<file path="config.mk">
export PLATFORM = sky130hd
export DESIGN_NAME = bus_response
export DESIGN_NICKNAME = d
export VERILOG_FILES = /design/src/soc_bus_pkg.sv /design/src/bus_response.sv
export SDC_FILE = /design/constraint.sdc
export NUM_CORES = 1
export LEC_CHECK = 0
export BUFFER_PORTS_ARGS = -buffer_cell sky130_fd_sc_hd__buf_2
export CAP_MARGIN = 20
export CELL_PAD_IN_SITES_DETAIL_PLACEMENT = 0
export CELL_PAD_IN_SITES_GLOBAL_PLACEMENT = 2
export CORE_MARGIN = 2
export CORE_UTILIZATION = 26
export DETAILED_ROUTE_END_ITERATION = 8
export GPL_TIMING_DRIVEN = 0
export MAX_ROUTING_LAYER = met4
export PLACE_DENSITY = 0.91
export SLEW_MARGIN = 20
export SYNTH_ARGS = -nofsm -noshare
export SYNTH_HDL_FRONTEND = slang
export SYNTH_SLANG_ARGS = --single-unit
export TNS_END_PERCENT = 5
</file>
<file path="constraint.sdc">
create_clock -name CLOCK_50 -period 1.98 [get_ports CLOCK_50]
set_input_delay 0 -clock CLOCK_50 [delete_from_list [all_inputs] [get_ports CLOCK_50]]
set_output_delay 0 -clock CLOCK_50 [all_outputs]
set_load 0.05 [all_outputs]
</file>
<file path="src/soc_bus_pkg.sv">
package soc_bus_pkg;

    localparam int xlen = 64;

    typedef logic [xlen-1:0] addr_t;
    typedef logic [xlen-1:0] data_t;

    // target of a decoded bus request
    typedef enum logic [3:0] {
        region_none,
        region_ram,
        region_key,
        region_mtime,
        region_mtimecmp,
        region_plic_priority,
        region_plic_pending,
        region_plic_enable,
        region_plic_threshold,
        region_plic_claim
    } region_t;

    // bit 2 marks an unsigned load, stores use the low four codes
    typedef enum logic [2:0] {
        ls_b  = 3'b000,
        ls_h  = 3'b001,
        ls_w  = 3'b010,
        ls_d  = 3'b011,
        ls_bu = 3'b100,
        ls_hu = 3'b101,
        ls_wu = 3'b110
    } ls_type_t;

    // address map
    localparam addr_t ram_base            = 64'h0000_0000_1000_0000;
    localparam addr_t key_base            = 64'h0000_0000_2000_0000;
    localparam addr_t mtime_addr          = 64'h0000_0000_0200_BFF8;
    localparam addr_t mtimecmp_addr       = 64'h0000_0000_0200_4000;
    localparam addr_t plic_base           = 64'h0000_0000_0C00_0000;
    localparam addr_t plic_pending_addr   = plic_base + 64'h1000;
    localparam addr_t plic_enable_addr    = plic_base + 64'h2000;
    localparam addr_t plic_threshold_addr = plic_base + 64'h20_0000;
    localparam addr_t plic_claim_addr     = plic_base + 64'h20_0004;

    // spacing between context 0 and context 1
    localparam addr_t plic_ctx_enable_stride = 64'h80;
    localparam addr_t plic_ctx_reg_stride    = 64'h1000;

    localparam int plic_sources = 6;

    localparam data_t mtimecmp_reset = 64'h0000_0000_8000_0000;

    // size and extend a value that sits at bit 0, as a load would see it
    function automatic data_t load_extend(input data_t raw, input ls_type_t ls);
        case (ls)
            ls_b:    load_extend = {{56{raw[7]}}, raw[7:0]};
            ls_h:    load_extend = {{48{raw[15]}}, raw[15:0]};
            ls_w:    load_extend = {{32{raw[31]}}, raw[31:0]};
            ls_bu:   load_extend = {56'b0, raw[7:0]};
            ls_hu:   load_extend = {48'b0, raw[15:0]};
            ls_wu:   load_extend = {32'b0, raw[31:0]};
            default: load_extend = raw;
        endcase
    endfunction

endpackage
</file>
<file path="src/bus_response.sv">
`timescale 1ns/1ps

module bus_response (
    input  logic                  CLOCK_50,
    input  logic                  KEY0,
    input  logic                  bus_read_enable,
    input  logic                  bus_write_enable,
    input  logic                  req_valid,
    input  logic                  req_write,
    input  soc_bus_pkg::region_t  req_region,
    input  soc_bus_pkg::ls_type_t req_ls_type,
    input  soc_bus_pkg::data_t    req_wdata,
    input  soc_bus_pkg::data_t    ram_rdata,
    input  logic                  ram_done,
    input  soc_bus_pkg::data_t    plic_rdata,
    input  soc_bus_pkg::data_t    mtime,
    input  logic [7:0]            key_ascii,
    output soc_bus_pkg::data_t    bus_read_data,
    output logic                  bus_read_done,
    output logic                  bus_write_done,
    output soc_bus_pkg::data_t    mtimecmp
);

    logic               access_end;
    soc_bus_pkg::data_t mmio_value;
    soc_bus_pkg::data_t read_value;

    // ram reports its own end, every other region ends with the request
    assign access_end = ram_done ||
                        (req_valid && req_region != soc_bus_pkg::region_ram);

    always_comb begin
        case (req_region)
            soc_bus_pkg::region_key:      mmio_value = {56'd0, key_ascii};
            soc_bus_pkg::region_mtime:    mmio_value = mtime;
            soc_bus_pkg::region_mtimecmp: mmio_value = mtimecmp;
            soc_bus_pkg::region_plic_priority,
            soc_bus_pkg::region_plic_pending,
            soc_bus_pkg::region_plic_enable,
            soc_bus_pkg::region_plic_threshold,
            soc_bus_pkg::region_plic_claim: mmio_value = plic_rdata;
            default:                      mmio_value = '0;
        endcase
    end

    // mmio registers are sized like a load from offset zero
    assign read_value = (req_region == soc_bus_pkg::region_ram) ? ram_rdata
                        : soc_bus_pkg::load_extend(mmio_value, req_ls_type);

    always_ff @(posedge CLOCK_50 or negedge KEY0) begin
        if (!KEY0) begin
            bus_read_done  <= 1'b1;
            bus_write_done <= 1'b1;
            bus_read_data  <= '0;
            mtimecmp       <= soc_bus_pkg::mtimecmp_reset;
        end else begin
            if (bus_read_enable) begin
                bus_read_done <= 1'b0;
            end
            if (bus_write_enable) begin
                bus_write_done <= 1'b0;
            end
            if (access_end) begin
                if (req_write) begin
                    bus_write_done <= 1'b1;
                end else begin
                    bus_read_done <= 1'b1;
                    bus_read_data <= read_value;
                end
            end
            if (req_valid && req_write && req_region == soc_bus_pkg::region_mtimecmp) begin
                mtimecmp <= req_wdata;
            end
        end
    end

endmodule

</file>
-- Yosys cells after proc, flatten, opt, wreduce, memory -nomap -nowiden
Cells that the tools add are included.
- word-level logic and storage cells: 36
- bits of input ports: 278
- output and inout port bits: 130
- register bits after elaboration: 130
- bitwise operators: 1
- reduce and logical (&&, ||, !) cells: 7
- muxes and demuxes: 9
- eq/ne operators: 15
- operator list (kind ; number):
    $pmux W64 S6 ; 1
    $pmux W64 S4 ; 1
    $mux W64 ; 1
    $eq A4 B3 Y1 const B ; 4
    $eq A3 B3 Y1 const B ; 3
    $eq A4 B2 Y1 const B ; 2
    $eq A4 B4 Y1 const B ; 2
    $mux W1 ; 6
    $reduce_or A5 Y1 ; 1
    $eq A4 B1 Y1 const B ; 1
    $ne A4 B1 Y1 const B ; 1
    $eq A3 B1 Y1 const B ; 1
    $eq A3 B2 Y1 const B ; 1
    $logic_and A1 B1 Y1 ; 3
    $logic_not A3 Y1 ; 1
    $reduce_and A2 Y1 ; 1
    $logic_or A1 B1 Y1 ; 1
    $not A1 Y1 ; 1

-- Depth between registers and ports, before layout
Gate-level depths: netlist of the first run.
- depth in word-level cells: 5
- mapped depth: 9
- gate-level depth less buffers: 5

-- Least setup slack after synthesis of the first run
OpenSTA, ideal clock, no wires.
- path type: reg2reg
- start point: reg mtimecmp[7]
- end point: reg bus_read_data[21]
- setup time: 0.126 ns
- period minus slack after synthesis: 2.018 ns
- buffers on the path: 2
- data required time: 1.854 ns
- stages on the path, launching flop included: 8
- arrival: 1.892 ns
- path slack: -0.038 ns
- cell sequence: dfrtp_1 > nand3b_1 > a21oi_1 > o211ai_4 > or3b_1 > buf_6 > buf_6 > a2bb2oi_2
- word-level cells in the longest chain between the ends: 3
- ends and longest elaborated chain (element ; line ; text):
    start, declared ; bus_response.sv:21 ; output soc_bus_pkg::data_t mtimecmp
    start signal, assigned ; bus_response.sv:55 ; mtimecmp <= soc_bus_pkg::mtimecmp_reset;
    start signal, assigned ; bus_response.sv:72 ; mtimecmp <= req_wdata;
    $pmux W64 S4 ; bus_response.sv:33 ; case (req_region)
    $pmux W64 S6 ; soc_bus_pkg.sv:54 ; case (ls)
    $mux W64 ; bus_response.sv:47 ; assign read_value = (req_region == soc_bus_pkg::region_ram) ? ram_rdata
    end signal, assigned ; bus_response.sv:68 ; bus_read_data <= read_value;
    end, declared ; bus_response.sv:18 ; output soc_bus_pkg::data_t bus_read_data,
No other way between the ends.
A chain may end at the register's enable or synchronous reset.

-- Worst setup path in the final report of the first run
- start point: in req_region[3]
- end point: reg bus_read_data[14]
- word-level cells in the longest chain between the ends: 5
- elaborated cells between the ends (all ways): 17
- those cells by class: 10 x eq/ne; 3 x mux; 4 x reduce/logical
- ends and longest elaborated chain (element ; line ; text):
    start, declared ; bus_response.sv:10 ; input soc_bus_pkg::region_t req_region,
    $eq A4 B3 Y1 or $eq A4 B4 Y1 (tied branches) ; bus_response.sv:33 ;
    $reduce_or A5 Y1 ; bus_response.sv:33 ;
    $pmux W64 S4 ; bus_response.sv:33 ;
    $pmux W64 S6 ; soc_bus_pkg.sv:54 ;
    $mux W64 ; bus_response.sv:47 ;
Several ways; a longest one is shown, not always the timed one.

==> metrics, run 1 <==
met1 Use GR 27.8%; part of the cycle the worst path needs 95.5%; post-synth top area cell dfrtp_1; top-count cell post-synth dfrtp_1; H-tree Lvls 4; outcome finished clean; vias 8174; Critical Path RT 2.24 ns; final hold vios 0; placement-stage cell area 0.00981 mm2; sequential power share 32.0%; synthesized flop and latch total 130; nets@finish 1566; PwrDens 875 mW/mm2; initial core utilization 26.3%; DRT antenna net count 0; Die Span X 171 um; Leak Pwr 5.61 nW; crit path max-delay cell type clkbuf_1; Int Power 6.52 mW; GRT Total Usage 22.5%; Gate power share 35.9%; worst hold path class input pin to flop; Net Switching 4.17 mW; initial antenna violation count 1; Worst-Skew Late Latency 0.41 ns; Post-synth top cells dfrtp_1, mux2_2, nor2_1; CTS tree done; worst relative slew slack 35.6%; row count 61; post-detail-place hpwl 24300 um; Post-synth EDFFs 0; WL/cell 19.7 um; final worst slack 0.0893 ns; area of the multi-input gates 0.00363 mm2; Root Driver clkbuf_16; Synth cell types 47; clock slew at reported path FFs 0.06 ns; first-pass GRT wire length 48500 um; Max Clk Rate 529 MHz; maxcap violations 0; worst path arrival time 2.15 ns; post-route design area 0.0122 mm2; dpl ws -0.664 ns; global route overflow 0; global routing's busiest layer met2; critical path class input pin to flop; largest net degree at the start of global routing 67; DRT iter0 DRCs 516; core box area 0.0276 mm2; Tmin final 1.89 ns; Main synth FF type dfrtp_1; peak supply drop 0.000539 V; Boundary Pins 408; final core utilization 44.2%; worst-path fanout max 10; final wirelength 33100 um; Layout area overhead 68.2%; Sw Share 39.0%; Reg area 0.00326 mm2; largest cells by area after synthesis dfrtp_1, mux2_2, a22oi_1; DIE HEIGHT 171 um; Mapped Cells 685; RSZ-0062 raised after global routing yes; gpl congestion 0.841; clock power share 32.1%; CP startpoint kind input pin; clk buf depth 2; Worst Setup End Kind flop; grt met3 use 4.49%; CP max stage delay 0.56 ns; share of cells above drive strength 1 46.8%; post-synth top area share 43.8%; Fill cells 2739; DR pass1 iterations 5; Final Max Slew Viols 0; syn avg cell area 10.6 um2; PortBufs 407; met2 usage 37.7%; Num CTS Buffers 17; die area 0.0293 mm2; Seq/Total Area, Yosys 44.9%; post-synthesis net count 963; synthesized area 0.00726 mm2; Synth async-reset ratio 100%; skew final 0.0132 ns; # setup viols final 0; DRC 0; worst-path cell chain buf_2, buf_2, clkbuf_1, clkbuf_1, a2bb2oi_1, a2bb2oi_1, a31oi_1; CTS Sinks 130; Least-Margin Pin Slew 0.956 ns; Via density 4.87; Synth Warn # 0; vias in the first global route 8471
-- critical path, delay by kind of cell --
family,cells,cell delay [ns]
buffers and inverters,4,1.47
AOI/OAI and AO/OA,3,0.67
-- power by group through the flow --
stage	logic, mW	registers [mW]	clock network (mW)
final	3.84	3.42	3.43
after floorplan	0.891	4.96	0
after global placement	3.54	3.45	0
after global routing	4.05	3.47	3.63
after CTS	3.85	3.41	3.52
after detailed placement	3.56	3.46	0
-- what timing repair did --
action                     in CTS  in global routing
hold endpoints to repair      194                  0
hold buffers                  175                  0
setup endpoints to repair     105                 90
pin swaps                       0                  1
gates cloned                    0                  0
gates resized for setup         3                  6
buffers inserted                0                  1
-- worst paths after layout --
kind                                               start                             to  slack (ns)  cells past startpoint
worst max-delay path                       req_region[3]  bus_read_data[14]$_DFFE_PN0P_        0.09                      7
worst min-delay path                      plic_rdata[24]  bus_read_data[24]$_DFFE_PN0P_        0.01                      4
worst max register to register  mtimecmp[15]$_DFFE_PN0P_  bus_read_data[23]$_DFFE_PN0P_        0.11                      7
worst min register to register   bus_read_done$_DFF_PN1_        bus_read_done$_DFF_PN1_        0.48                      2
max in group asynchronous                           KEY0       bus_write_done$_DFF_PN1_        1.07                      3
min in group asynchronous                           KEY0       mtimecmp[38]$_DFFE_PN0P_        0.14                      2
-- metrics by stage --
stage	setup TNS, ns	hold slack, ns	power [mW]	std cells
after CTS	0	0.00171	10.8	1677
after floorplan	0	-0.296	5.85	685
after global routing	-0.0316	0.0157	11.1	1679
final	0	0.0145	10.7	1679
after detailed placement	-62.30	-0.00239	7.02	1471
after global placement	-201.78	0.147	6.98	1470
-- state kept, by name, summed over array words and instances (netlist names) --
name / flops
bus_read_data: 64
bus_read_done: 1
bus_write_done: 1
mtimecmp: 64
-- area by class of cell --
| class | instances | share of cell area (%) |
|---|---|---|
| multi-input combinational | 482 | 29.8 |
| tap | 378 | 3.87 |
| timing repair buffer | 584 | 31.4 |
| clock inverter | 12 | 1.50 |
| sequential | 130 | 26.7 |
| buffer | 70 | 3.08 |
| inverter | 3 | 0.0922 |
| clock buffer | 19 | 3.63 |
| antenna | 1 | 0.0205 |
-- logic make-up (layout without fill, tap and decap cells) --
group | Yosys count | count (layout) | synth area share, %
other | 0 | 1 | 0
buffers and inverters | 73 | 688 | 5.26
AND/OR/NAND/NOR | 187 | 187 | 12.1
flip-flops | 130 | 130 | 44.9
multiplexers | 71 | 71 | 11.0
AO/OA/AOI/OAI | 224 | 224 | 26.8
-- layer usage --
layer / share of wire (%) / wire, um
met4: 2.0 / 667
met3: 6.2 / 2050
met5: 0 / 0
met1: 42 / 14100
met2: 49 / 16300
-- placed cells by master (no fill, tap or decap), types with 21 or more instances in the layout --
cell / instances
dlygate4sd3_1: 175
buf_2: 434
dfrtp_1: 126
a2bb2oi_1: 37
a22oi_1: 54
nor3_1: 34
o21ai_0: 21
nand2_1: 58
a211oi_2: 30
nor2_1: 68
o2bb2ai_1: 32
clkbuf_1: 22
mux2_2: 71
Power figures use the tool's default switching activity.
==> inputs of run 2 (changes only) <==
--- a/config.mk
+++ b/config.mk
@@ -9,6 +9,7 @@
 export CAP_MARGIN = 20
 export CELL_PAD_IN_SITES_DETAIL_PLACEMENT = 0
 export CELL_PAD_IN_SITES_GLOBAL_PLACEMENT = 2
+export CORE_ASPECT_RATIO = 0.9
 export CORE_MARGIN = 2
 export CORE_UTILIZATION = 26
 export DETAILED_ROUTE_END_ITERATION = 8
==> run 2 against run 1 <==
First-iteration DRC count shrank 12%. Combinational power grew 1%. Sequential power is essentially flat. Maximum frequency grew 0.14%. Largest power group unchanged.
==> metrics, run 2 (synthesized netlist as in run 1, its figures left out) <==
outcome finished clean; DRT iter0 DRCs 455 (-12%); number of buffers and inverters on the critical path 2 (-2); reg-to-reg endpoint bus_read_data[25]$_DFFE_PN0P_; core box area 0.0277 mm2 (+0.34%); worst relative slew slack 43.6% (+8.0 points); PortBufs 407 (unchanged); CP top delay family simple AND/OR/NAND/NOR gates; final wirelength 33300 um (+0.41%); Least-Margin Pin Slew 0.844 ns (-0.112 ns); Max Clk Rate 530 MHz (+0.14%); critical path class flop to flop; clk buf depth 2 (unchanged); post-detail-place hpwl 24100 um (-0.78%); PwrDens 860 mW/mm2 (-1.8%); FF-to-FF setup slack 0.09 ns (-0.02 ns); RSZ-0062 raised after global routing no; CP max stage delay 0.42 ns (-0.14 ns); Crit path top cell by count buf_6; clock slew at reported path FFs 0.06 ns (about the same); Layout area overhead 69.2%; Num CTS Buffers 17 (unchanged); peak supply drop 0.000538 V (-0.13%); global route overflow 0 (unchanged); nets@finish 1573 (+0.45%); CP startpoint kind flop; Final Total Pwr 10.6 mW (-1.2%); Root Driver clkbuf_16; Via density 4.85 (-0.34%); row count 58 (-4.9%); DR pass1 iterations 6 (+1); worst hold path class input pin to flop; WHS Endpoint bus_read_data[31]$_DFFE_PN0P_; CTS Sinks 130 (unchanged); Post-Layout Cell Count 1673 (-0.36%); vias in the first global route 8502 (+0.37%); largest net degree at the start of global routing 70 (+4.5%); worst path arrival time 2.19 ns (+0.04 ns); first-pass GRT wire length 49600 um (+2.4%); worst-path cell chain nand4bb_1, a21oi_1, o211a_1, or3b_4, buf_6, buf_6, a2bb2oi_2; Critical Path RT 2.28 ns (+0.04 ns); DRC 0 (unchanged); initial core utilization 26.2% (-0.088 points); HP Start ram_rdata[31]; hold path depth 3 (-1); R2R depth 7 (unchanged); vias 8117 (-0.70%); crit path max-delay cell type dfrtp_1; maxcap violations 0 (unchanged); die area 0.0293 mm2 (about the same); commonest cells after routing, fill and taps aside buf_2, dlygate4sd3_1, dfrtp_1; worst-path fanout max 10 (unchanged); biggest regs bus_read_data x64, mtimecmp x64; GRT Total Usage 22.8% (+0.25 points); Worst Setup End Kind flop; Worst-Skew Late Latency 0.42 ns (about the same); Final Max Slew Viols 0 (unchanged); gpl congestion 0.802 (-4.6%); skew final 0.00948 ns (-0.00374 ns); share of cells above drive strength 1 46.8% (-0.057 points); part of the cycle the worst path needs 95.4% (-0.14 points); Leak Pwr 5.65 nW (+0.75%); CTS tree done; launch point of the worst reg-to-reg path mtimecmp[15]$_DFFE_PN0P_; Placed Cells 1453 (-1.2%); DIE HEIGHT 163 um (-5.0%); final core utilization 44.3% (+0.11 points); H-tree Lvls 4 (unchanged); DRT antenna net count 0 (unchanged); Boundary Pins 408 (unchanged); Die Span X 180 um (+5.3%); final hold vios 0 (unchanged); final setup TNS 0 ns (unchanged); Final Hold Slack 0.0151 ns (+0.000580 ns); WL/cell 19.9 um (+0.77%); commonest non-fill, non-tap cell in the layout buf_2; initial antenna violation count 5 (+4); # setup viols final 0 (unchanged); Tmin final 1.89 ns (-0.00271 ns)
run 2: tightest hold or removal path, delay by kind of cell:
| kind | cells | cell delay [ns] |
|---|---|---|
| buf+inv | 1 | 0.08 |
| compound gates | 2 | 0.31 |
run 2: per-layer routing:
metal,up-vias,wire [um],track usage (%)
met2,302,16400,38.1
met3,54,1400,3.62
met1,3933,14800,28.7
met4,0,673,6.60
met5,-,0,-
li1,3828,-,-
run 2: power breakdown:
| part | leakage (nW) | switching (mW) | internal (mW) |
|---|---|---|---|
| clock | 0.297 | 1.21 | 2.05 |
| combinational | 3.74 | 2.59 | 1.29 |
| sequential | 1.61 | 0.317 | 3.10 |
| total | 5.65 | 4.11 | 6.45 |
run 2: cell type report:
class | count | area (um2)
Antenna cell | 5 | 12.5
Buffer | 70 | 380
Clock buffer | 27 | 523
Clock inverter | 5 | 75.1
Fill cell | 2700 | 15400
Inverter | 3 | 11.3
Multi-Input combinational cell | 482 | 3670
Sequential cell | 130 | 3260
Tap cell | 360 | 450
Timing Repair Buffer | 591 | 3900
run 2: worst max path at each step:
stage                                   startpoint                             to  slack (ns)  cells past startpoint
after floorplan           mtimecmp[15]$_DFFE_PN0P_  bus_read_data[21]$_DFFE_PN0P_        0.04                      7
after global placement                        KEY0        mtimecmp[7]$_DFFE_PN0P_       -1.33                      1
after detailed placement             req_region[0]  bus_read_data[31]$_DFFE_PN0P_       -0.79                      9
after CTS                            req_region[0]  bus_read_data[14]$_DFFE_PN0P_       -0.05                      9
after global routing                 req_region[3]  bus_read_data[54]$_DFFE_PN0P_       0.005                      9
final                     mtimecmp[15]$_DFFE_PN0P_  bus_read_data[25]$_DFFE_PN0P_        0.09                      7
run 2: stage by stage:
step / worst slack [ns] / area, um2
floorplan: 0.0361 / 7260
global placement: -1.33 / 9750
detailed placement: -0.789 / 9790
CTS: -0.0501 / 12200
global route: 0.00504 / 12300
finish: 0.0920 / 12300
run 2: timing repair:
action | in CTS | in global routing
setup buffers | 1 | 0
hold endpoints to repair | 218 | 0
pin swaps | 1 | 0
hold buffers | 182 | 0
setup endpoints to repair | 116 | 49
gates resized for setup | 6 | 8
