--- config.mk ---
export PLATFORM = sky130hd
export DESIGN_NAME = plic_regs
export DESIGN_NICKNAME = d
export VERILOG_FILES = /design/src/soc_bus_pkg.sv /design/src/plic_regs.sv
export SDC_FILE = /design/constraint.sdc
export NUM_CORES = 1
export LEC_CHECK = 0
export BUFFER_PORTS_ARGS = -buffer_cell sky130_fd_sc_hd__buf_2
export CORE_MARGIN = 2
export CORE_UTILIZATION = 35
export CTS_BUF_LIST = sky130_fd_sc_hd__clkbuf_2 sky130_fd_sc_hd__clkbuf_4 sky130_fd_sc_hd__clkbuf_8
export CTS_CLUSTER_SIZE = 28
export DETAILED_ROUTE_END_ITERATION = 10
export PLACE_DENSITY = 0.75
export SYNTH_ARGS = -nofsm -noshare
export SYNTH_HDL_FRONTEND = slang
export SYNTH_SLANG_ARGS = --single-unit
export TNS_END_PERCENT = 5
--- constraint.sdc ---
create_clock -name CLOCK_50 -period 2.6 [get_ports CLOCK_50]
set_input_delay 0.39 -clock CLOCK_50 [delete_from_list [all_inputs] [get_ports CLOCK_50]]
set_output_delay 0.39 -clock CLOCK_50 [all_outputs]
set_load 0.05 [all_outputs]
--- src/soc_bus_pkg.sv ---
package soc_bus_pkg;

    localparam int xlen = 64;

    typedef logic [xlen-1:0] addr_t;
    typedef logic [xlen-1:0] data_t;

    // target of a decoded bus request
    typedef enum logic [3:0] {
        region_none,
        region_ram,
        region_key,
        region_mtime,
        region_mtimecmp,
        region_plic_priority,
        region_plic_pending,
        region_plic_enable,
        region_plic_threshold,
        region_plic_claim
    } region_t;

    // bit 2 marks an unsigned load, stores use the low four codes
    typedef enum logic [2:0] {
        ls_b  = 3'b000,
        ls_h  = 3'b001,
        ls_w  = 3'b010,
        ls_d  = 3'b011,
        ls_bu = 3'b100,
        ls_hu = 3'b101,
        ls_wu = 3'b110
    } ls_type_t;

    // address map
    localparam addr_t ram_base            = 64'h0000_0000_1000_0000;
    localparam addr_t key_base            = 64'h0000_0000_2000_0000;
    localparam addr_t mtime_addr          = 64'h0000_0000_0200_BFF8;
    localparam addr_t mtimecmp_addr       = 64'h0000_0000_0200_4000;
    localparam addr_t plic_base           = 64'h0000_0000_0C00_0000;
    localparam addr_t plic_pending_addr   = plic_base + 64'h1000;
    localparam addr_t plic_enable_addr    = plic_base + 64'h2000;
    localparam addr_t plic_threshold_addr = plic_base + 64'h20_0000;
    localparam addr_t plic_claim_addr     = plic_base + 64'h20_0004;

    // spacing between context 0 and context 1
    localparam addr_t plic_ctx_enable_stride = 64'h80;
    localparam addr_t plic_ctx_reg_stride    = 64'h1000;

    localparam int plic_sources = 6;

    localparam data_t mtimecmp_reset = 64'h0000_0000_8000_0000;

    // size and extend a value that sits at bit 0, as a load would see it
    function automatic data_t load_extend(input data_t raw, input ls_type_t ls);
        case (ls)
            ls_b:    load_extend = {{56{raw[7]}}, raw[7:0]};
            ls_h:    load_extend = {{48{raw[15]}}, raw[15:0]};
            ls_w:    load_extend = {{32{raw[31]}}, raw[31:0]};
            ls_bu:   load_extend = {56'b0, raw[7:0]};
            ls_hu:   load_extend = {48'b0, raw[15:0]};
            ls_wu:   load_extend = {32'b0, raw[31:0]};
            default: load_extend = raw;
        endcase
    endfunction

endpackage
--- src/plic_regs.sv ---
`timescale 1ns/1ps

module plic_regs (
    input  logic                 CLOCK_50,
    input  logic                 KEY0,
    input  logic                 ext_irq,
    input  logic                 req_valid,
    input  logic                 req_write,
    input  soc_bus_pkg::region_t req_region,
    input  soc_bus_pkg::addr_t   req_addr,
    input  soc_bus_pkg::data_t   req_wdata,
    output soc_bus_pkg::data_t   plic_rdata,
    output logic                 meip_interrupt,
    output logic                 msip_interrupt
);

    logic [2:0]  priority_q [soc_bus_pkg::plic_sources];
    logic [31:0] pending;
    logic [31:0] enable_q [2];
    logic [2:0]  threshold_q [2];
    logic        irq_q;

    logic [2:0] prio_idx;
    logic       ctx_en;
    logic       ctx_reg;
    logic [4:0] claim_id [2];

    assign prio_idx = 3'((req_addr - soc_bus_pkg::plic_base) >> 2);

    // which context the captured address names
    assign ctx_en  = req_addr == soc_bus_pkg::plic_enable_addr +
                                 soc_bus_pkg::plic_ctx_enable_stride;
    assign ctx_reg = (req_addr == soc_bus_pkg::plic_threshold_addr +
                                  soc_bus_pkg::plic_ctx_reg_stride) ||
                     (req_addr == soc_bus_pkg::plic_claim_addr +
                                  soc_bus_pkg::plic_ctx_reg_stride);

    // only source 1 is wired, priority is not compared
    always_comb begin
        for (int c = 0; c < 2; c++) begin
            claim_id[c] = (pending[1] && enable_q[c][1]) ? 5'd1 : 5'd0;
        end
    end

    assign meip_interrupt = claim_id[0] != 5'd0;
    assign msip_interrupt = claim_id[1] != 5'd0;

    always_ff @(posedge CLOCK_50 or negedge KEY0) begin
        if (!KEY0) begin
            for (int i = 0; i < soc_bus_pkg::plic_sources; i++) begin
                priority_q[i] <= 3'd0;
            end
            pending        <= 32'd0;
            enable_q[0]    <= 32'd0;
            enable_q[1]    <= 32'd0;
            threshold_q[0] <= 3'd0;
            threshold_q[1] <= 3'd0;
            irq_q          <= 1'b0;
        end else begin
            irq_q <= ext_irq;
            if (ext_irq && !irq_q) begin
                pending[1] <= 1'b1;
            end
            if (req_valid && req_write) begin
                case (req_region)
                    soc_bus_pkg::region_plic_priority:  priority_q[prio_idx] <= req_wdata[2:0];
                    soc_bus_pkg::region_plic_enable:    enable_q[ctx_en] <= req_wdata[31:0];
                    soc_bus_pkg::region_plic_threshold: threshold_q[ctx_reg] <= req_wdata[2:0];
                    default: ;
                endcase
            end
            // claim read completes the interrupt, later than the capture above
            if (req_valid && !req_write && req_region == soc_bus_pkg::region_plic_claim &&
                claim_id[ctx_reg] != 5'd0) begin
                pending[claim_id[ctx_reg]] <= 1'b0;
            end
        end
    end

    always_comb begin
        case (req_region)
            soc_bus_pkg::region_plic_priority:  plic_rdata = {61'd0, priority_q[prio_idx]};
            soc_bus_pkg::region_plic_pending:   plic_rdata = {32'd0, pending};
            soc_bus_pkg::region_plic_enable:    plic_rdata = {32'd0, enable_q[ctx_en]};
            soc_bus_pkg::region_plic_threshold: plic_rdata = {61'd0, threshold_q[ctx_reg]};
            soc_bus_pkg::region_plic_claim:     plic_rdata = {59'd0, claim_id[ctx_reg]};
            default:                            plic_rdata = '0;
        endcase
    end

endmodule

# Word level (Yosys, flattened, before mapping)
# Index checks and enable logic that the tools add are counted.
dict set report word_totals {
  register_bits 121
  input_bits 137
  wordCells 83
}
dict set report op_classes {
  addsub 1
  magnitude_cmp 8
  n_eq_ne 8
  mux 28
  bitwise 5
  reduce_logical 20
}
# operator count
set op_table {}
lappend op_table {{== test 64 x 28 -> 1 bit, second input constant} 3}
lappend op_table {{one-hot mux 32 bit (5 select lines)} 1}
lappend op_table {{two-way mux 32 bit} 4}
lappend op_table {{bitwise mux 64 bit} 1}
lappend op_table {{bitwise AND 32 bit} 1}
lappend op_table {{demux 32 bit (select 1 bit)} 1}
lappend op_table {{NOT 32 bit} 1}
lappend op_table {{two-way mux 3 bit} 7}
lappend op_table {{bitwise mux 18 bit} 1}
lappend op_table {{nonzero test 5 bit} 3}
lappend op_table {{== test 4 x 3 -> 1 bit, second input constant} 3}
lappend op_table {{logical AND 1 bit} 11}
lappend op_table {{two-way mux 5 bit} 2}
lappend op_table {{binary-select mux 3 bit (select 3 bit)} 1}
lappend op_table {{demux 3 bit (select 3 bit)} 1}
lappend op_table {{== test 4 bit, second input constant} 2}
lappend op_table {{bitwise mux 6 bit} 1}
lappend op_table {{less-than comparator 5 x 6 -> 1 bit, second input constant} 1}
lappend op_table {{AND reduction 2 bit} 3}
lappend op_table {{demux 1 bit (select 5 bit)} 1}
lappend op_table {{>= comparator 5 x 1 -> 1 bit, second input constant} 1}
lappend op_table {{two-way mux 1 bit} 5}
lappend op_table {{subtractor 5 x 1 -> 5 bit, second input constant} 1}
lappend op_table {{>= comparator 2 bit, second input constant} 2}
lappend op_table {{other kinds (9)} 12}

# Logic depth before layout (Yosys ltp)
# Gate-level depths: netlist of the first run.
dict set report logic_depth {
  depth_word 13
  depth_mapped 9
  mapped_depth_nobuf 6
}

# Worst setup path after synthesis of the first run
# Ideal clock, no wire load.
dict set report synth_path {
  path_type {in2out}
  from {input req_addr[4]}
  to {output plic_rdata[11]}
  t_arrival_ns 2.568
  t_required_ns 2.210
  setup_slack_ns -0.358
  cell_stages 9
  path_buffers 3
  cell_sequence {buf_2 -> nor4_1 -> nand4_1 -> nor4_1 -> nand2_1 -> buf_2 -> buf_1 -> mux2i_1 -> nor2_1}
}
dict set report synth_between {
  elab_chain_cells 6
}
# item line
set synth_rtl {}
lappend synth_rtl {{start: declaration} plic_regs.sv:10} ;# input soc_bus_pkg::addr_t req_addr,
lappend synth_rtl {{== test 64 x 28 -> 1 bit} plic_regs.sv:31} ;# assign ctx_en = req_addr == soc_bus_pkg::plic_enable_addr +
lappend synth_rtl {{NOT 1 -> 2 bit (not written as such)} plic_regs.sv:84} ;# soc_bus_pkg::region_plic_enable: plic_rdata = {32'd0, enable_q[ctx_en]};
lappend synth_rtl {{two-way mux 32 bit (not written as such) (3 in series)} plic_regs.sv:84}
lappend synth_rtl {{one-hot mux 32 bit (5 select lines)} plic_regs.sv:81} ;# case (req_region)
lappend synth_rtl {{end: declaration} plic_regs.sv:12} ;# output soc_bus_pkg::data_t plic_rdata,
# No other way between the ends. The select of a mux whose other input is x is not followed.

# Final worst setup path of the first run
dict set report layout_path {
  from {input req_addr[25]}
  to {output plic_rdata[0]}
}
dict set report layout_between {
  elab_chain_cells 7
  elab_cells_between_ends 16
}
# item line
set layout_rtl {}
lappend layout_rtl {{== test 64 x 28 -> 1 bit, on equally long branches} {plic_regs.sv:33, plic_regs.sv:35}}
lappend layout_rtl {{logical OR 1 bit} plic_regs.sv:34} ;# soc_bus_pkg::plic_ctx_reg_stride) ||
lappend layout_rtl {{NOT 1 -> 2 bit (not written as such)} {plic_regs.sv:85, plic_regs.sv:86}}
lappend layout_rtl {{two-way mux 1 bit (not written as such) / two-way mux 3 bit (equally long branches)} {plic_regs.sv:86, plic_regs.sv:85}}
lappend layout_rtl {{two-way mux 5 bit (not written as such) / two-way mux 3 bit (equally long branches) (2 in series)} {plic_regs.sv:86, plic_regs.sv:85}}
lappend layout_rtl {{one-hot mux 32 bit (5 select lines) *} plic_regs.sv:81}
# Mark *: on every way between the ends. The rest lies on a longest branch, timed or not. The select of a mux whose other input is x is not followed.

==> results of run 1 <==
final cells by class:
class | count | area, sq um
flip-flops and latches | 91 | 2277
clock buffers | 11 | 145.1
fillers | 1238 | 7430
clock inverters | 5 | 60.06
well taps | 180 | 225.2
diodes | 2 | 5.005
inverters | 8 | 30.03
repair buffers | 159 | 1050
multi-input cells | 281 | 2551
metrics by stage:
stage | TNS (ps) | hold slack (ps)
2_1_floorplan | -3261 | 94.41
3_3_place_gp | -7111 | 367.1
3_5_place_dp | -12930 | 369.7
4_1_cts | -549.1 | 57.05
5_1_grt | -4198 | 78.83
6_report | -278.1 | 50.70
cell families after synthesis:
logic type	count (synthesis)	share of synthesized area
buffers and inverters	60	0.07722
other	1	0.0007663
flip-flops	91	0.4654
AND/OR/NAND/NOR	107	0.1215
multiplexers	129	0.3173
AO/OA/AOI/OAI	13	0.01790
routing by layer:
layer	vias up	global-route usage
met5	-	0
met4	0	0.07543
met3	27	0.04089
met2	175	0.2951
met1	1834	0.1897
li1	1692	-
how the worst max path moves through the flow:
| stage | from | endpoint | slack (ps) | depth (start not counted) |
|---|---|---|---|---|
| after global placement | req_addr[22] | plic_rdata[2] | -310 | 8 |
| after floorplan | req_addr[4] | plic_rdata[2] | -260 | 7 |
| after detailed placement | req_addr[22] | plic_rdata[2] | -380 | 8 |
| after global routing | req_addr[10] | plic_rdata[0] | -250 | 9 |
| after CTS | req_addr[34] | plic_rdata[0] | -120 | 9 |
| final | req_addr[25] | plic_rdata[0] | -140 | 9 |
critical path, stage by stage:
cell	delay, ps
buf_2	110
nor4_1	270
nand4_1	250
nor4_4	350
buf_4	170
mux2i_1	210
nor2_1	90
a2111o_1	330
buf_6	170
flip-flops by register name (all words and copies together), names as in the netlist:
| register | cells |
|---|---|
| priority_q | 18 |
| enable_q | 64 |
| irq_q | 1 |
| threshold_q | 6 |
| pending | 2 |
power groups by stage:
stage	combinational [mW]	sequential (mW)	clock, mW
after floorplan	0.425	1.60	0
after global placement	0.566	1.61	0
after detailed placement	0.590	1.63	0
after CTS	0.615	1.60	1.02
after global routing	0.675	1.61	1.08
final	0.624	1.60	0.994
repair_timing:
| item | 4_1_cts | 5_1_grt |
|---|---|---|
| setup buffers | 1 | 0 |
| endpoints found under the setup margin | 32 | 32 |
| gates resized for setup | 54 | 18 |
| pin swaps | 11 | 3 |
| hold buffers | 0 | 0 |
layout by cell type (no fill, tap or decap), types with 2 or more instances in the layout:
master	n
a21oi_1	3
and2_1	2
buf_12	4
buf_2	100
buf_4	41
buf_6	13
clkbuf_8	10
conb_1	32
dfrtp_1	91
diode_2	2
inv_1	8
mux2_1	3
mux2_2	56
mux2_4	30
mux2i_1	37
mux4_2	3
nand2_1	3
nand2b_1	5
nand3_1	4
nand3b_1	3
nand4_1	8
nor2_1	23
nor2_2	10
nor2b_1	2
nor3_1	5
nor4_1	13
nor4_2	11
nor4_4	5
nor4b_1	2
nor4bb_2	2
o22ai_1	4
==> metrics.cfg, run 1 <==
[setup_path]
timing.rr.end = pending[1]$_DFF_PN0_
crit_fanout = 2
arrival_ps = 2350
cp.required_ps = 2210
criticalPathCategory = in -> out
r2r_cells = 3
critPathLaunchType = primary input
r2r_slack_ps = 1690
crit_path_end_kind = output port
reg2reg_from = pending[1]$_DFF_PN0_

[clocking]
clock-sinks = 91
numCtsBuffers = 9
clk_path_buf_depth = 2
tritoncts = built
cts_htree_levels = 3
clk_latency_ps = 350
clockRootBuffer = clkbuf_8
clk_pin_slew_worst_paths_ps = 90

[synth]
synthDistinctLibCells = 38
synth.largest_area_cell = dfrtp_1
async_reset_ff_frac = 1.000
ys_seq_area_frac = 0.4654
ys.flop_type = dfrtp_1
ys_ff_latch = 91
netlist.area_leader.share = 0.4654
yosysWarnings = 0
synth_area_leaders = dfrtp_1, mux2_2, mux2_4, mux2i_1, buf_4
synth_area_per_cell_sq_um = 12.20
synthesis.area_sq_mm = 0.004893
synth.most_common_cell = dfrtp_1
synth_edf_count = 0
synth_common_cells = dfrtp_1, mux2_2, mux2i_1
synthCells = 401

[sta]
rsz0062_at_grt = true
slew_violations = 0
post-route-min-period_ps = 2735
finalHoldViolCount = 0
fmax_mhz = 365.6
finalCritPeriodShare = 1.052
finClkSkew_ps = 6.005
setup_viol = 5
worst_slew_pin_slew_ps = 652.2
slew_headroom = 0.5652
fin_ws_ps = -135.4

[detailed_routing]
wl_met3_microns = 875
first_pass_iters = 4
top_layer = met4
post-route-drc-count = 0
drt_wl_total_microns = 12720
drt-wirelength-per-cell_microns = 17.26
via_per_inst = 5.058
met1_length_microns = 5091
antenna_left = 0
dr_wl_met2_microns = 6428
drt_iter0_drc = 125
num_vias = 3728

[power_and_ir_drop]
p_sw_uw = 942.2
finalPower_mw = 3.217
pwr-share-seq = 0.497
power.density_mw_per_mm2 = 507.1
p_comb_frac = 0.194
cell_internal_pwr_mw = 2.275
power_leakage_nw = 3.262
ir_drop_mv = 0.2662
p_clk_frac = 0.309
switching_share = 0.2929

[global_route]
grt_max_degree = 50
grt_use_total = 0.1668
gr-total-overflow = 0
antenna_found_initial = 1
grt_pass1_vias = 3899
grt_pass1_wl_microns = 19180

[final_layout]
nNetsFinal = 687
area_growth_pct = 29.63
layout-drive-gt1-share = 0.5387
utilization = 0.4606
final_cells = 737
fin_area_sq_mm = 0.006344

[floorplan]
die-height_microns = 122.2
dieArea_sq_mm = 0.01494
io_pins = 203
die_w_microns = 122.2
start_util = 0.3553
row_count = 43
core_area_sq_mm = 0.01377

[outcome]
violations = negative setup slack
status = finished with violations

[hold_path]
hp-class = in -> async

[placement]
place_congestion = 0.8610
placed_cells = 718
place_ws_ps = -377.6
dpl.hpwl_microns = 9185
numPortBuffers = 138
detailed_place.area_sq_mm = 0.005834

[flow_run]
drv_cap = 0

Power figures use the tool's default switching activity.
==> run 2: changes to the inputs <==
--- a/config.mk
+++ b/config.mk
@@ -8,7 +8,7 @@
 export BUFFER_PORTS_ARGS = -buffer_cell sky130_fd_sc_hd__buf_2
 export CORE_MARGIN = 2
 export CORE_UTILIZATION = 35
-export CTS_BUF_LIST = sky130_fd_sc_hd__clkbuf_2 sky130_fd_sc_hd__clkbuf_4 sky130_fd_sc_hd__clkbuf_8
+export CTS_BUF_LIST = sky130_fd_sc_hd__clkbuf_8
 export CTS_CLUSTER_SIZE = 28
 export DETAILED_ROUTE_END_ITERATION = 10
 export PLACE_DENSITY = 0.75
==> run 2 against run 1 <==
Against the previous run: the flow still finishes with violations (negative setup slack); critical endpoint unchanged; critical path depth did not move; highest routed layer unchanged; power fell by 0.59%; clock power fell by 2%; sequential share of layout area barely moved.
==> metrics.cfg, run 2 (synthesis results as in run 1) <==
[final_layout]
fill_cells = 1240
area_growth_pct = 29.56
layout-drive-gt1-share = 0.5369
layout_common_cells = buf_2, dfrtp_1, mux2_2, buf_4, mux2i_1
largest_reg_flops = 64
largest_register = enable_q
final_common_cell = buf_2
nNetsFinal = 687
fin_area_sq_mm = 0.006340
largestRegisters = enable_q (64), priority_q (18), threshold_q (6)

[flow_run]
drv_cap = 0

[clocking]
tritoncts = built
hold_buffers = 0
clk_pin_slew_worst_paths_ps = 90
clk_latency_ps = 350
cts_htree_levels = 3
clockRootBuffer = clkbuf_8
clk_path_buf_depth = 2
clock-sinks = 91
numCtsBuffers = 9

[power_and_ir_drop]
ir_drop_mv = 0.2635
p_clk_frac = 0.305
power_leakage_nw = 3.263
p_sw_uw = 937.7
power.density_mw_per_mm2 = 504.4
p_comb_frac = 0.195
pwr-share-seq = 0.500
switching_share = 0.2932
cell_internal_pwr_mw = 2.260

[global_route]
grt_busiest_layer = met2
grtUsageMet1 = 0.1910
grt_max_degree = 50
antenna_found_initial = 1
grt_pass1_wl_microns = 19200
grt_use_total = 0.1670
grt_use_met3 = 0.04089
grt_pass1_vias = 3903
gr-total-overflow = 0
grt_use_met2 = 0.2941

[detailed_routing]
post-route-drc-count = 0
num_vias = 3746
antenna_left = 0
via_per_inst = 5.083
drt-wirelength-per-cell_microns = 17.25
drt_iter0_drc = 91
first_pass_iters = 4
drt_wl_total_microns = 12710

[sta]
rsz0062_at_grt = true
fin_ws_ps = -135.9
fmax_mhz = 365.5
slew_headroom = 0.5719
finClkSkew_ps = 6.353
finalCritPeriodShare = 1.052
post-route-min-period_ps = 2736
fin_setup_tns_ps = -281.5
worst_slew_pin_slew_ps = 642.1
setup_viol = 5
finalHoldViolCount = 0
slew_violations = 0

[placement]
numPortBuffers = 138
place_congestion = 0.8610
dpl.hpwl_microns = 9185
detailed_place.area_sq_mm = 0.005834

[floorplan]
die_w_microns = 122.2
die-height_microns = 122.2
dieArea_sq_mm = 0.01494
row_count = 43
start_util = 0.3553
io_pins = 203
core_area_sq_mm = 0.01377

[outcome]
violations = negative setup slack
status = finished with violations

[setup_path]
critPathLaunchType = primary input
arrival_ps = 2350
criticalPathCategory = in -> out
crit_fanout = 2
cp.required_ps = 2210
crit_path_end_kind = output port

[hold_path]
hp-class = in -> async

run 2: cell count changes in the layout (fill, tap and decap cells not counted), sizes merged:
| cell | delta |
|---|---|
| clkbuf | -1 |
| inv | +1 |
run 2: routing by layer:
| layer | vias to the layer above | wire length, microns |
|---|---|---|
| li1 | 1691 | - |
| met1 | 1848 | 5029 |
| met2 | 182 | 6434 |
| met3 | 25 | 938 |
| met4 | 0 | 312 |
| met5 | - | 0 |
run 2: stage by stage:
step / hold slack, ps / power [mW] / utilization / setup slack [ps] / cells
detailed placement: 369.7 / 2.219 / 0.4236 / -377.6 / 718
CTS: 57.00 / 3.224 / 0.4531 / -125.0 / 735
finish: 48.04 / 3.198 / 0.4603 / -135.9 / 737
global route: 84.45 / 3.353 / 0.4601 / -251.1 / 736
global placement: 367.1 / 2.181 / 0.4236 / -309.0 / 718
floorplan: 94.41 / 2.030 / - / -256.8 / 432
run 2: final timing paths:
path                                             to                    from  slack [ps]  cells past startpoint
min reg2reg                  pending[0]$_DFFE_PN0P_  pending[0]$_DFFE_PN0P_         390                      0
max                                   plic_rdata[0]            req_addr[25]        -140                      9
min in group CLOCK_50               irq_q$_DFF_PN0_                 ext_irq         170                      1
min                        enable_q[46]$_DFFE_PN0P_                    KEY0          50                      1
max reg2reg                    pending[1]$_DFF_PN0_    pending[1]$_DFF_PN0_        1690                      3
max in group asynchronous  enable_q[10]$_DFFE_PN0P_                    KEY0        1860                      2
run 2: power by group through the flow:
stage | sequential (mW) | combinational (mW) | clock (mW)
after floorplan | 1.60 | 0.425 | 0
after global placement | 1.61 | 0.566 | 0
after detailed placement | 1.63 | 0.590 | 0
after CTS | 1.60 | 0.615 | 1.01
after global routing | 1.61 | 0.675 | 1.06
final | 1.60 | 0.624 | 0.975
run 2: timing repair:
| item | CTS | global route |
|---|---|---|
| resized for setup | 54 | 18 |
| endpoints found under the hold margin | 0 | 0 |
| endpoints found under the setup margin | 32 | 32 |
| setup buffers | 1 | 0 |
| pin swaps | 11 | 3 |
run 2: layout make-up:
| cell class | count | area [sq um] | area share |
|---|---|---|---|
| Multi-Input combinational cell | 281 | 2551 | 0.4024 |
| Sequential cell | 91 | 2277 | 0.3592 |
| Timing Repair Buffer | 159 | 1050 | 0.1656 |
| Tap cell | 180 | 225.2 | 0.03552 |
| Clock buffer | 10 | 137.6 | 0.02171 |
| Clock inverter | 6 | 63.81 | 0.01007 |
| Inverter | 8 | 30.03 | 0.004737 |
| Antenna cell | 2 | 5.005 | 0.0007894 |
run 2: worst max-delay path, cell delays in order:
cell	delay, ps
buf_2	110
nor4_1	270
nand4_1	250
nor4_4	350
buf_4	170
mux2i_1	210
nor2_1	90
a2111o_1	330
buf_6	170
